===== config.mk =====
export PLATFORM = sky130hd
export DESIGN_NAME = ahb_interconnect
export DESIGN_NICKNAME = d
export VERILOG_FILES = /design/src/rtl/ahb_interconnect_pkg.sv /design/src/rtl/ahb_address_decoder.sv /design/src/rtl/ahb_interconnect.sv /design/src/rtl/ahb_response_mux.sv /design/src/rtl/reset_synchronizer.sv
export VERILOG_INCLUDE_DIRS = /design/src /design/src/include
export SDC_FILE = /design/constraint.sdc
export NUM_CORES = 1
export LEC_CHECK = 0
export ABC_AREA = 1
export BUFFER_PORTS_ARGS = -buffer_cell sky130_fd_sc_hd__buf_2
export CORE_AREA = 2 2 81 83
export DETAILED_ROUTE_END_ITERATION = 10
export DIE_AREA = 0 0 83 85
export HOLD_SLACK_MARGIN = 0.12
export PLACE_DENSITY = 0.6
export SYNTH_ARGS = -nofsm -noshare
export SYNTH_HDL_FRONTEND = slang
export SYNTH_SLANG_ARGS = --single-unit

===== constraint.sdc =====
create_clock -name clk -period 2 [get_ports clk]
set_input_delay 0.2 -clock clk [delete_from_list [all_inputs] [get_ports clk]]
set_output_delay 0.2 -clock clk [all_outputs]
set_load 0.1 [all_outputs]

===== src/include/ahb_interconnect_params.svh =====
// bus widths and address map boundaries for the AHB-Lite interconnect
// included by the package and by every RTL file that sizes a bus port
`ifndef AHB_INTERCONNECT_PARAMS_SVH
`define AHB_INTERCONNECT_PARAMS_SVH

// master and slave bus widths
`define AHB_ADDR_WIDTH   32
`define AHB_DATA_WIDTH   32

// transfer type field
`define AHB_HTRANS_WIDTH 2

// response back to the master, upper bit unused
`define AHB_HRESP_WIDTH  2

// address map, checked in this order by the decoder

// sram holds everything below this address
`define SRAM_REGION_END   32'h8000_0000

// clint starts here and ends at the plic base
`define CLINT_REGION_BASE 32'hE000_0000

// plic base, also the exclusive end of clint
`define PLIC_REGION_BASE  32'hE001_0000

// exclusive end of plic, this address itself falls to apb
`define PLIC_REGION_END   32'hEFFF_FFFF

`endif


===== src/rtl/ahb_interconnect_pkg.sv =====
// shared types for the AHB-Lite interconnect
// referenced by scoped name from the RTL and the testbench
`default_nettype none

`include "ahb_interconnect_params.svh"

package ahb_interconnect_pkg;

    // slave region that owns a transfer
    // encoding follows the original soc map order
    typedef enum logic [1:0] {
        SRAM  = 2'd0,
        APB   = 2'd1,
        PLIC  = 2'd2,
        CLINT = 2'd3
    } map_region_t;

    // ahb transfer type as driven by the master
    typedef enum logic [`AHB_HTRANS_WIDTH-1:0] {
        IDLE   = 2'b00,
        BUSY   = 2'b01,
        NONSEQ = 2'b10,
        SEQ    = 2'b11
    } htrans_t;

endpackage

`default_nettype wire


===== src/rtl/ahb_address_decoder.sv =====
// address-phase decoder, maps haddr onto one of the four slave regions
// purely combinational, selects are valid in the same cycle as haddr and htrans
`timescale 1ns/1ps
`default_nettype none

`include "ahb_interconnect_params.svh"

module ahb_address_decoder (
    input  logic [`AHB_ADDR_WIDTH-1:0]     haddr,
    input  ahb_interconnect_pkg::htrans_t  htrans,
    output ahb_interconnect_pkg::map_region_t region,
    output logic                           sram_hsel,
    output logic                           apb_hsel,
    output logic                           plic_hsel,
    output logic                           clint_hsel
);

    // high for busy, nonseq and seq
    logic transfer_active;

    // per-region address hits
    logic in_sram;
    logic in_clint;
    logic in_plic;

    assign transfer_active = (htrans != ahb_interconnect_pkg::IDLE);

    // sram is everything below the boundary
    assign in_sram = (haddr < `SRAM_REGION_END);

    // clint window ends where plic starts
    assign in_clint = (haddr >= `CLINT_REGION_BASE) &&
                      (haddr <  `PLIC_REGION_BASE);

    // plic stops one short of the all-ones page
    // 0xefff_ffff itself drops through to apb
    assign in_plic = (haddr >= `PLIC_REGION_BASE) &&
                     (haddr <  `PLIC_REGION_END);

    // priority chain in map order
    // region stays valid even for idle transfers
    always_comb begin
        if (in_sram) begin
            region = ahb_interconnect_pkg::SRAM;
        end else if (in_clint) begin
            region = ahb_interconnect_pkg::CLINT;
        end else if (in_plic) begin
            region = ahb_interconnect_pkg::PLIC;
        end else begin
            // gap between sram and clint and the top of the map
            region = ahb_interconnect_pkg::APB;
        end
    end

    // one-hot selects, all low on idle
    assign sram_hsel  = transfer_active &&
                        (region == ahb_interconnect_pkg::SRAM);
    assign apb_hsel   = transfer_active &&
                        (region == ahb_interconnect_pkg::APB);
    assign plic_hsel  = transfer_active &&
                        (region == ahb_interconnect_pkg::PLIC);
    assign clint_hsel = transfer_active &&
                        (region == ahb_interconnect_pkg::CLINT);

endmodule

`default_nettype wire


===== src/rtl/ahb_interconnect.sv =====
// AHB-Lite address interconnect between one master and four slave regions
// slaves take haddr, hwrite, hwdata and control from the master directly
`timescale 1ns/1ps
`default_nettype none

`include "ahb_interconnect_params.svh"

module ahb_interconnect (
    input  logic                              clk,
    input  logic                              async_reset,

    // master address phase
    input  ahb_interconnect_pkg::htrans_t     htrans,
    input  logic [`AHB_ADDR_WIDTH-1:0]        haddr,

    // response back to the master
    output logic                              hready,
    output logic [`AHB_HRESP_WIDTH-1:0]       hresp,
    output logic [`AHB_DATA_WIDTH-1:0]        hrdata,

    // slave selects, one per region
    output logic                              sram_hsel,
    output logic                              apb_hsel,
    output logic                              plic_hsel,
    output logic                              clint_hsel,

    // muxed ready fed back to every slave
    output logic                              hready_slave,

    // sram slave response
    input  logic                              sram_hreadyout,
    input  logic                              sram_hresp,
    input  logic [`AHB_DATA_WIDTH-1:0]        sram_hrdata,

    // apb bridge slave response
    input  logic                              apb_hreadyout,
    input  logic                              apb_hresp,
    input  logic [`AHB_DATA_WIDTH-1:0]        apb_hrdata,

    // plic slave response
    input  logic                              plic_hreadyout,
    input  logic                              plic_hresp,
    input  logic [`AHB_DATA_WIDTH-1:0]        plic_hrdata,

    // clint slave response
    input  logic                              clint_hreadyout,
    input  logic                              clint_hresp,
    input  logic [`AHB_DATA_WIDTH-1:0]        clint_hrdata
);

    // reset released in step with clk
    logic rst_n;

    // address-phase region from the decoder
    ahb_interconnect_pkg::map_region_t decode_region;

    // external reset enters here only
    reset_synchronizer u_reset_synchronizer (
        .clk         (clk),
        .async_reset (async_reset),
        .sync_reset  (rst_n)
    );

    // address phase, combinational
    ahb_address_decoder u_ahb_address_decoder (
        .haddr      (haddr),
        .htrans     (htrans),
        .region     (decode_region),
        .sram_hsel  (sram_hsel),
        .apb_hsel   (apb_hsel),
        .plic_hsel  (plic_hsel),
        .clint_hsel (clint_hsel)
    );

    // data phase, registered region then combinational mux
    ahb_response_mux u_ahb_response_mux (
        .clk             (clk),
        .rst_n           (rst_n),
        .region          (decode_region),
        .sram_hreadyout  (sram_hreadyout),
        .apb_hreadyout   (apb_hreadyout),
        .plic_hreadyout  (plic_hreadyout),
        .clint_hreadyout (clint_hreadyout),
        .sram_hresp      (sram_hresp),
        .apb_hresp       (apb_hresp),
        .plic_hresp      (plic_hresp),
        .clint_hresp     (clint_hresp),
        .sram_hrdata     (sram_hrdata),
        .apb_hrdata      (apb_hrdata),
        .plic_hrdata     (plic_hrdata),
        .clint_hrdata    (clint_hrdata),
        .hready          (hready),
        .hresp           (hresp),
        .hrdata          (hrdata)
    );

    // slaves see the same ready the master sees
    assign hready_slave = hready;

endmodule

`default_nettype wire


===== src/rtl/ahb_response_mux.sv =====
// data-phase response mux, returns ready, response and read data to the master
// region register loads the decoded region on every edge where hready is high
`timescale 1ns/1ps
`default_nettype none

`include "ahb_interconnect_params.svh"

module ahb_response_mux (
    input  logic                              clk,
    input  logic                              rst_n,
    input  ahb_interconnect_pkg::map_region_t region,

    // slave ready lines
    input  logic                              sram_hreadyout,
    input  logic                              apb_hreadyout,
    input  logic                              plic_hreadyout,
    input  logic                              clint_hreadyout,

    // slave error bits
    input  logic                              sram_hresp,
    input  logic                              apb_hresp,
    input  logic                              plic_hresp,
    input  logic                              clint_hresp,

    // slave read data
    input  logic [`AHB_DATA_WIDTH-1:0]        sram_hrdata,
    input  logic [`AHB_DATA_WIDTH-1:0]        apb_hrdata,
    input  logic [`AHB_DATA_WIDTH-1:0]        plic_hrdata,
    input  logic [`AHB_DATA_WIDTH-1:0]        clint_hrdata,

    // muxed response to the master
    output logic                              hready,
    output logic [`AHB_HRESP_WIDTH-1:0]       hresp,
    output logic [`AHB_DATA_WIDTH-1:0]        hrdata
);

    // region that owns the current data phase
    ahb_interconnect_pkg::map_region_t data_region;

    // error bit of the owning slave
    logic resp_bit;

    // address phase accepted when hready is high
    // a stalled slave keeps ownership while haddr moves on
    always_ff @(posedge clk or negedge rst_n) begin
        if (!rst_n) begin
            // no transfer yet, sram answers by default
            data_region <= ahb_interconnect_pkg::SRAM;
        end else if (hready) begin
            data_region <= region;
        end
    end

    // plain pass-through of the owning slave
    always_comb begin
        case (data_region)
            ahb_interconnect_pkg::SRAM: begin
                hready   = sram_hreadyout;
                resp_bit = sram_hresp;
                hrdata   = sram_hrdata;
            end
            ahb_interconnect_pkg::APB: begin
                hready   = apb_hreadyout;
                resp_bit = apb_hresp;
                hrdata   = apb_hrdata;
            end
            ahb_interconnect_pkg::PLIC: begin
                hready   = plic_hreadyout;
                resp_bit = plic_hresp;
                hrdata   = plic_hrdata;
            end
            ahb_interconnect_pkg::CLINT: begin
                hready   = clint_hreadyout;
                resp_bit = clint_hresp;
                hrdata   = clint_hrdata;
            end
            default: begin
                // unknown encoding, drive a quiet response
                hready   = 1'b0;
                resp_bit = 1'b0;
                hrdata   = '0;
            end
        endcase
    end

    // ahb-lite slaves only report okay or error
    assign hresp = {{(`AHB_HRESP_WIDTH-1){1'b0}}, resp_bit};

endmodule

`default_nettype wire


===== src/rtl/reset_synchronizer.sv =====
// turns the external asynchronous reset into one that releases on the clock
// asserts at once, releases on the second rising edge after async_reset goes high
`timescale 1ns/1ps
`default_nettype none

module reset_synchronizer (
    input  logic clk,
    input  logic async_reset,
    output logic sync_reset
);

    // first stage, may go metastable on release
    logic meta_flop;

    // both stages clear together, then a one shifts through
    always_ff @(posedge clk or negedge async_reset) begin
        if (!async_reset) begin
            meta_flop  <= 1'b0;
            sync_reset <= 1'b0;
        end else begin
            meta_flop  <= 1'b1;
            sync_reset <= meta_flop;
        end
    end

endmodule

`default_nettype wire


Word-level counts from Yosys, hierarchy flattened
Cells that the tools add are included.
{ "totals": {"regBits": 4, "inputBits": 172, "out_inout_bits": 40, "wordCells": 29} }
{ "classes": {"n_lt_le_gt_ge": 5, "n_eq_ne": 6, "muxes": 6, "reduce_logical": 9} }
{ "ops": {"columns": ["cell", "n"], "rows": [
  ["one-hot mux 32 bit (4 select lines)", 1],
  ["less-than comparator 32 bit (second input constant)", 3],
  [">= comparator 32 bit (second input constant)", 2],
  ["equality test 2 bit (second input constant)", 4],
  ["one-hot mux 1 bit (4 select lines)", 2],
  ["logical AND 1 bit", 6],
  ["two-way mux 2 bit", 3],
  ["equality test 2 x 1 -> 1 bit (second input constant)", 2],
  ["zero test 2 bit", 2],
  ["nonzero test 2 bit", 1]
]} }

Depth between registers and ports, before layout
{ "depth": {"word_depth": 7, "depth_mapped": 10, "ltp_nobuf": 10} }

Hierarchy
A second synthesis with hierarchy kept.
{ "hier_totals": {"cells_unflattened": 265, "hier_area_um2": 1361.3} }
{ "modules_own_cells": {"columns": ["mod", "n_inst", "cells_per_inst", "area_per_inst_um2", "seq_area_each_um2"], "rows": [
  ["ahb_response_mux", 1, 210, 1066.0, 50.0],
  ["ahb_address_decoder", 1, 51, 234.0, 0.0],
  ["reset_synchronizer", 1, 3, 53.8, 50.0],
  ["ahb_interconnect", 1, 1, 7.5, 0.0]
]} }

Worst setup path after synthesis
OpenSTA, ideal clock, no wires.
{ "synth_timing": {"kind": "in2out", "start": "in haddr[16]", "end": "out clint_hsel", "arrival_ns": 1.914, "required_time_ns": 1.800, "setup_slack_ns": -0.114, "path_stages": 6, "n_path_buf": 0, "cell_sequence": "nor2_1 > and2_1 > nand2_1 > nor3_1 > nand2_1 > nor2_1"} }
{ "synth_between": {"elab_chain_len": 7, "elab_cells_between_ends": 12, "cone_classes": "order compare: 5; eq/ne: 1; mux: 3; reduce/logical: 3"} }
{ "synth_rtl": {"columns": ["element", "line_no", "text"], "rows": [
  ["start: declaration", "ahb_interconnect.sv:14", "input logic [`AHB_ADDR_WIDTH-1:0] haddr,"],
  [">= comparator 32 bit (no line) / less-than comparator 32 bit (equally long branches)", null, null],
  ["logical AND 1 bit", "ahb_address_decoder.sv:37", "assign in_plic = (haddr >= `PLIC_REGION_BASE) &&"],
  ["two-way mux 2 bit", "ahb_address_decoder.sv:47", "end else if (in_plic) begin"],
  ["two-way mux 2 bit", "ahb_address_decoder.sv:45", "end else if (in_clint) begin"],
  ["two-way mux 2 bit *", "ahb_address_decoder.sv:43", "if (in_sram) begin"],
  ["equality test 2 bit *", "ahb_address_decoder.sv:63", "(region == ahb_interconnect_pkg::CLINT);"],
  ["logical AND 1 bit *", "ahb_address_decoder.sv:62", "assign clint_hsel = transfer_active &&"],
  ["end: declaration", "ahb_interconnect.sv:25", "output logic clint_hsel,"]
]} }
Mark *: on every way between the ends. The rest lies on a longest branch, timed or not.

Worst setup path in the final report
{ "layout_timing": {"start": "reg u_ahb_response_mux.data_region[1]", "end": "out hrdata[1]"} }
{ "layout_between": {"elab_chain_len": 2, "elab_cells_between_ends": 5, "cone_classes": "eq/ne: 3; mux: 1; reduce/logical: 1"} }
{ "layout_rtl": {"columns": ["element", "line_no", "text"], "rows": [
  ["start: declaration", "ahb_response_mux.sv:38", "ahb_interconnect_pkg::map_region_t data_region;"],
  ["start signal: assignment", "ahb_response_mux.sv:48", "data_region <= ahb_interconnect_pkg::SRAM;"],
  ["start signal: assignment", "ahb_response_mux.sv:50", "data_region <= region;"],
  ["equality test 2 bit, or another cell as far along", "ahb_response_mux.sv:56", "case (data_region)"],
  ["one-hot mux 32 bit (4 select lines) *", "ahb_response_mux.sv:56", null],
  ["end: declaration", "ahb_interconnect.sv:19", "output logic [`AHB_DATA_WIDTH-1:0] hrdata,"]
]} }
Marks and branches as above.

==> results.yml <==
run_status:
  outcome: "complete, no violations"
sta:
  max_freq_mhz: 578.7
  timing.hold.ws_ns: 0.2817
  layout_min_cycle_time_ns: 1.728
  skew_ns: 0.001099
  setup_viol: 0
  timing.final.ws_setup_ns: 0.2720
  drv_slew: 0
  fin_tns_setup_ns: 0
  rsz0062_at_grt: "no"
  finalHoldViolCount: 0
  fin_crit_sh_pct: 86.40
critical_path:
  ff2ff_path_depth: 8
  worst_setup_path_end_kind: "output pin"
  crit_arrival_ns: 1.53
  critPathBufInv: 3
  required_ns: 1.80
  critPathTopFamily: "buffers and inverters"
  cp_cell_sequence: "nand2_1 -> inv_2 -> buf_4 -> nand2_1 -> nand4_1 -> buf_12"
  cp-endpoint: "hrdata[1]"
  r2r_setup_slack_ns: 0.85
  cp-start-kind: "register"
  crit_type: "reg -> out"
  r2r-start: "u_ahb_response_mux.data_region[1]"
  crit_fanout: 33
  cpMaxStageDelayCell: "dfrtp_1"
  cp_num_cells: 6
  r2r_end: "u_ahb_response_mux.data_region[1]"
  crit_top_cell: "nand2_1"
  slowest_delay_ns: 0.38
  cp-startpoint: "u_ahb_response_mux.data_region[1]"
cts:
  cts_htree_levels: 1
  cts_resized: 0
  clkTransAtPathRegs_ns: 0.03
  post_cts_buffers: 0
  insertion_delay_ns: 0.21
  cts_sinks: 4
  cts_buffers: 3
  cts.root.buffer_cell: "clkbuf_8"
  cts_max_path_buffers: 2
  cts_tree: "done"
  ctsHoldBuffers: 2
placed_design:
  numPortBuffers: 210
  hpwl_mm: 5.813
  dp_cells: 546
  gp_congestion: 0.8830
  place_ws_ns: 0.4106
layout:
  drive_gt1_share_pct: 49.37
  nFillCells: 615
  fin_nets: 648
  area_delta_synth_final_pct: 136.5
  stdcell_count: 552
detailed_routing:
  drt-total-wl_mm: 6.951
  first_pass_iters: 5
  ant_nets: 0
  drt_iter0_drc: 47
  num_vias: 2524
  drc: 0
  wl_per_cell_um: 12.59
  vias_per_cell: 4.572
power_and_ir_drop:
  powerDensity_mw_per_mm2: 2417
  p_leak_nw: 1.605
  p_comb_share_pct: 96.1
  p_seq_share_pct: 1.7
  p_switching_mw: 4.742
  internal_power_mw: 2.488
  p_sw_share_pct: 65.59
  totalPowerFinal_mw: 7.230
  p_clk_share_pct: 2.3
  ir_worst_vdd_mv: 1.601
floorplanning:
  std_cell_rows: 29
  die_area_sq_mm: 0.007055
  fp.dieH_um: 85
  io_pins: 212
  initial_core_util_pct: 20.39
  core_area_sq_mm: 0.006205
  die_w_um: 83
global_route:
  antenna_found_initial: 1
  grt-ovfl-total: 0
  track_usage_pct: 18.84
  grtUsageMet1_pct: 20.23
  grt_pass1_wl_mm: 11.07
  grt_util_met2_pct: 37.24
  first_global_vias: 2384
  met3_usage_pct: 4.961
  grt_max_degree: 34
  busiest_layer: "met2"
logic_synthesis:
  synth_warnings: 0
  yosysSeqAreaShare_pct: 7.913
  ys_ff_latch: 4
  synthCells: 270
  syn_nets: 442
  synth_area_sq_mm: 0.001265
  synth_cell_types: 20
  avgSynthCellArea_sq_um: 4.685
run:
  max-cap-violations: 0
min_path:
  hp-start: "plic_hreadyout"
  hp-class: "in -> reg"
-- area by class of cell --
type | count | area [sq um] | area share [%]
Timing Repair Buffer | 216 | 1664 | 55.63
Multi-Input combinational cell | 242 | 1054 | 35.22
Sequential cell | 4 | 100.1 | 3.346
Tap cell | 77 | 96.34 | 3.220
Clock buffer | 3 | 41.29 | 1.380
Inverter | 9 | 33.78 | 1.129
Antenna cell | 1 | 2.502 | 0.08365
-- state kept, by name, summed over array words and instances, names as in the netlist --
signal and cells:
u_reset_synchronizer.meta_flop 1, u_ahb_response_mux.data_region 2, u_reset_synchronizer.sync_reset 1
-- stage by stage --
stage / area (sq um) / util, %
6_report: 2992 / 48.22
2_1_floorplan: 1270 / -
4_1_cts: 2989 / 48.18
5_1_grt: 2989 / 48.18
3_5_place_dp: 2928 / 47.19
3_3_place_gp: 2928 / 47.19
-- layer usage --
metal / share of wire (%) / wire length [um]
met5: 0.19 / 13
met4: 1.4 / 98
met3: 8.8 / 612
met2: 53 / 3663
met1: 37 / 2562
-- cell usage in the layout (no fill, tap or decap), drive strengths merged, types with 3 or more instances in the layout --
cell type / Yosys / routed
buf: 15 / 214
nand2: 172 / 172
nand4: 34 / 34
nor2: 25 / 25
inv: 9 / 9
dfrtp: 4 / 4
clkbuf: 0 / 3
o21ai: 3 / 3
-- synthesized netlist by cell type --
cell	count	share of area, %
and2_1	2	0.99
o21ai_1	2	0.79
buf_2	12	4.7
nand4_1	34	17
nor2_2	3	1.5
dfrtp_1	4	7.9
inv_1	4	1.2
nand3_2	1	0.79
nand3_1	1	0.40
nor2_4	1	0.89
o21ai_0	1	0.40
nand2_2	3	1.5
a21boi_2	1	0.89
nor2_1	21	6.2
nor3_1	1	0.40
buf_4	3	1.8
nand2_1	168	50
conb_1	2	0.59
inv_2	5	1.5
nand2_4	1	0.89
-- worst min path at each step --
stage | endpoint | slack (ns) | cells after the start
final | u_ahb_response_mux.data_region[1] | 0.28 | 4
after global routing | u_ahb_response_mux.data_region[1] | 0.31 | 4
after CTS | u_ahb_response_mux.data_region[1] | 0.29 | 4
after detailed placement | u_reset_synchronizer.meta_flop | -0.01 | 1
after global placement | u_reset_synchronizer.meta_flop | -0.01 | 1
after floorplan | u_reset_synchronizer.meta_flop | -0.1 | 0
-- worst reg2reg max path: cells and delay by family (launching register included) --
family	cells	cell delay, ns
flip-flops	1	0.40
AND/OR/NAND/NOR	7	0.58
buffers and inverters	1	0.06
-- power groups by stage --
stage	logic (mW)	registers, mW	clock network (mW)
2_1_floorplan	4.39	0.117	0
3_3_place_gp	6.96	0.119	0
3_5_place_dp	6.98	0.122	0
4_1_cts	7.00	0.120	0.169
5_1_grt	7.18	0.122	0.182
6_report	6.95	0.120	0.165
-- cells by family (layout without fill, tap and decap cells) --
family / after synthesis / in the layout / share of synthesized area [%]
AOI/OAI and AO/OA: 4 / 4 / 2.077
buffers and inverters: 24 / 228 / 9.199
and+or+nand+nor: 236 / 236 / 80.22
DFF: 4 / 4 / 7.913
other: 2 / 3 / 0.5937
(Power assumes the default switching activity.)
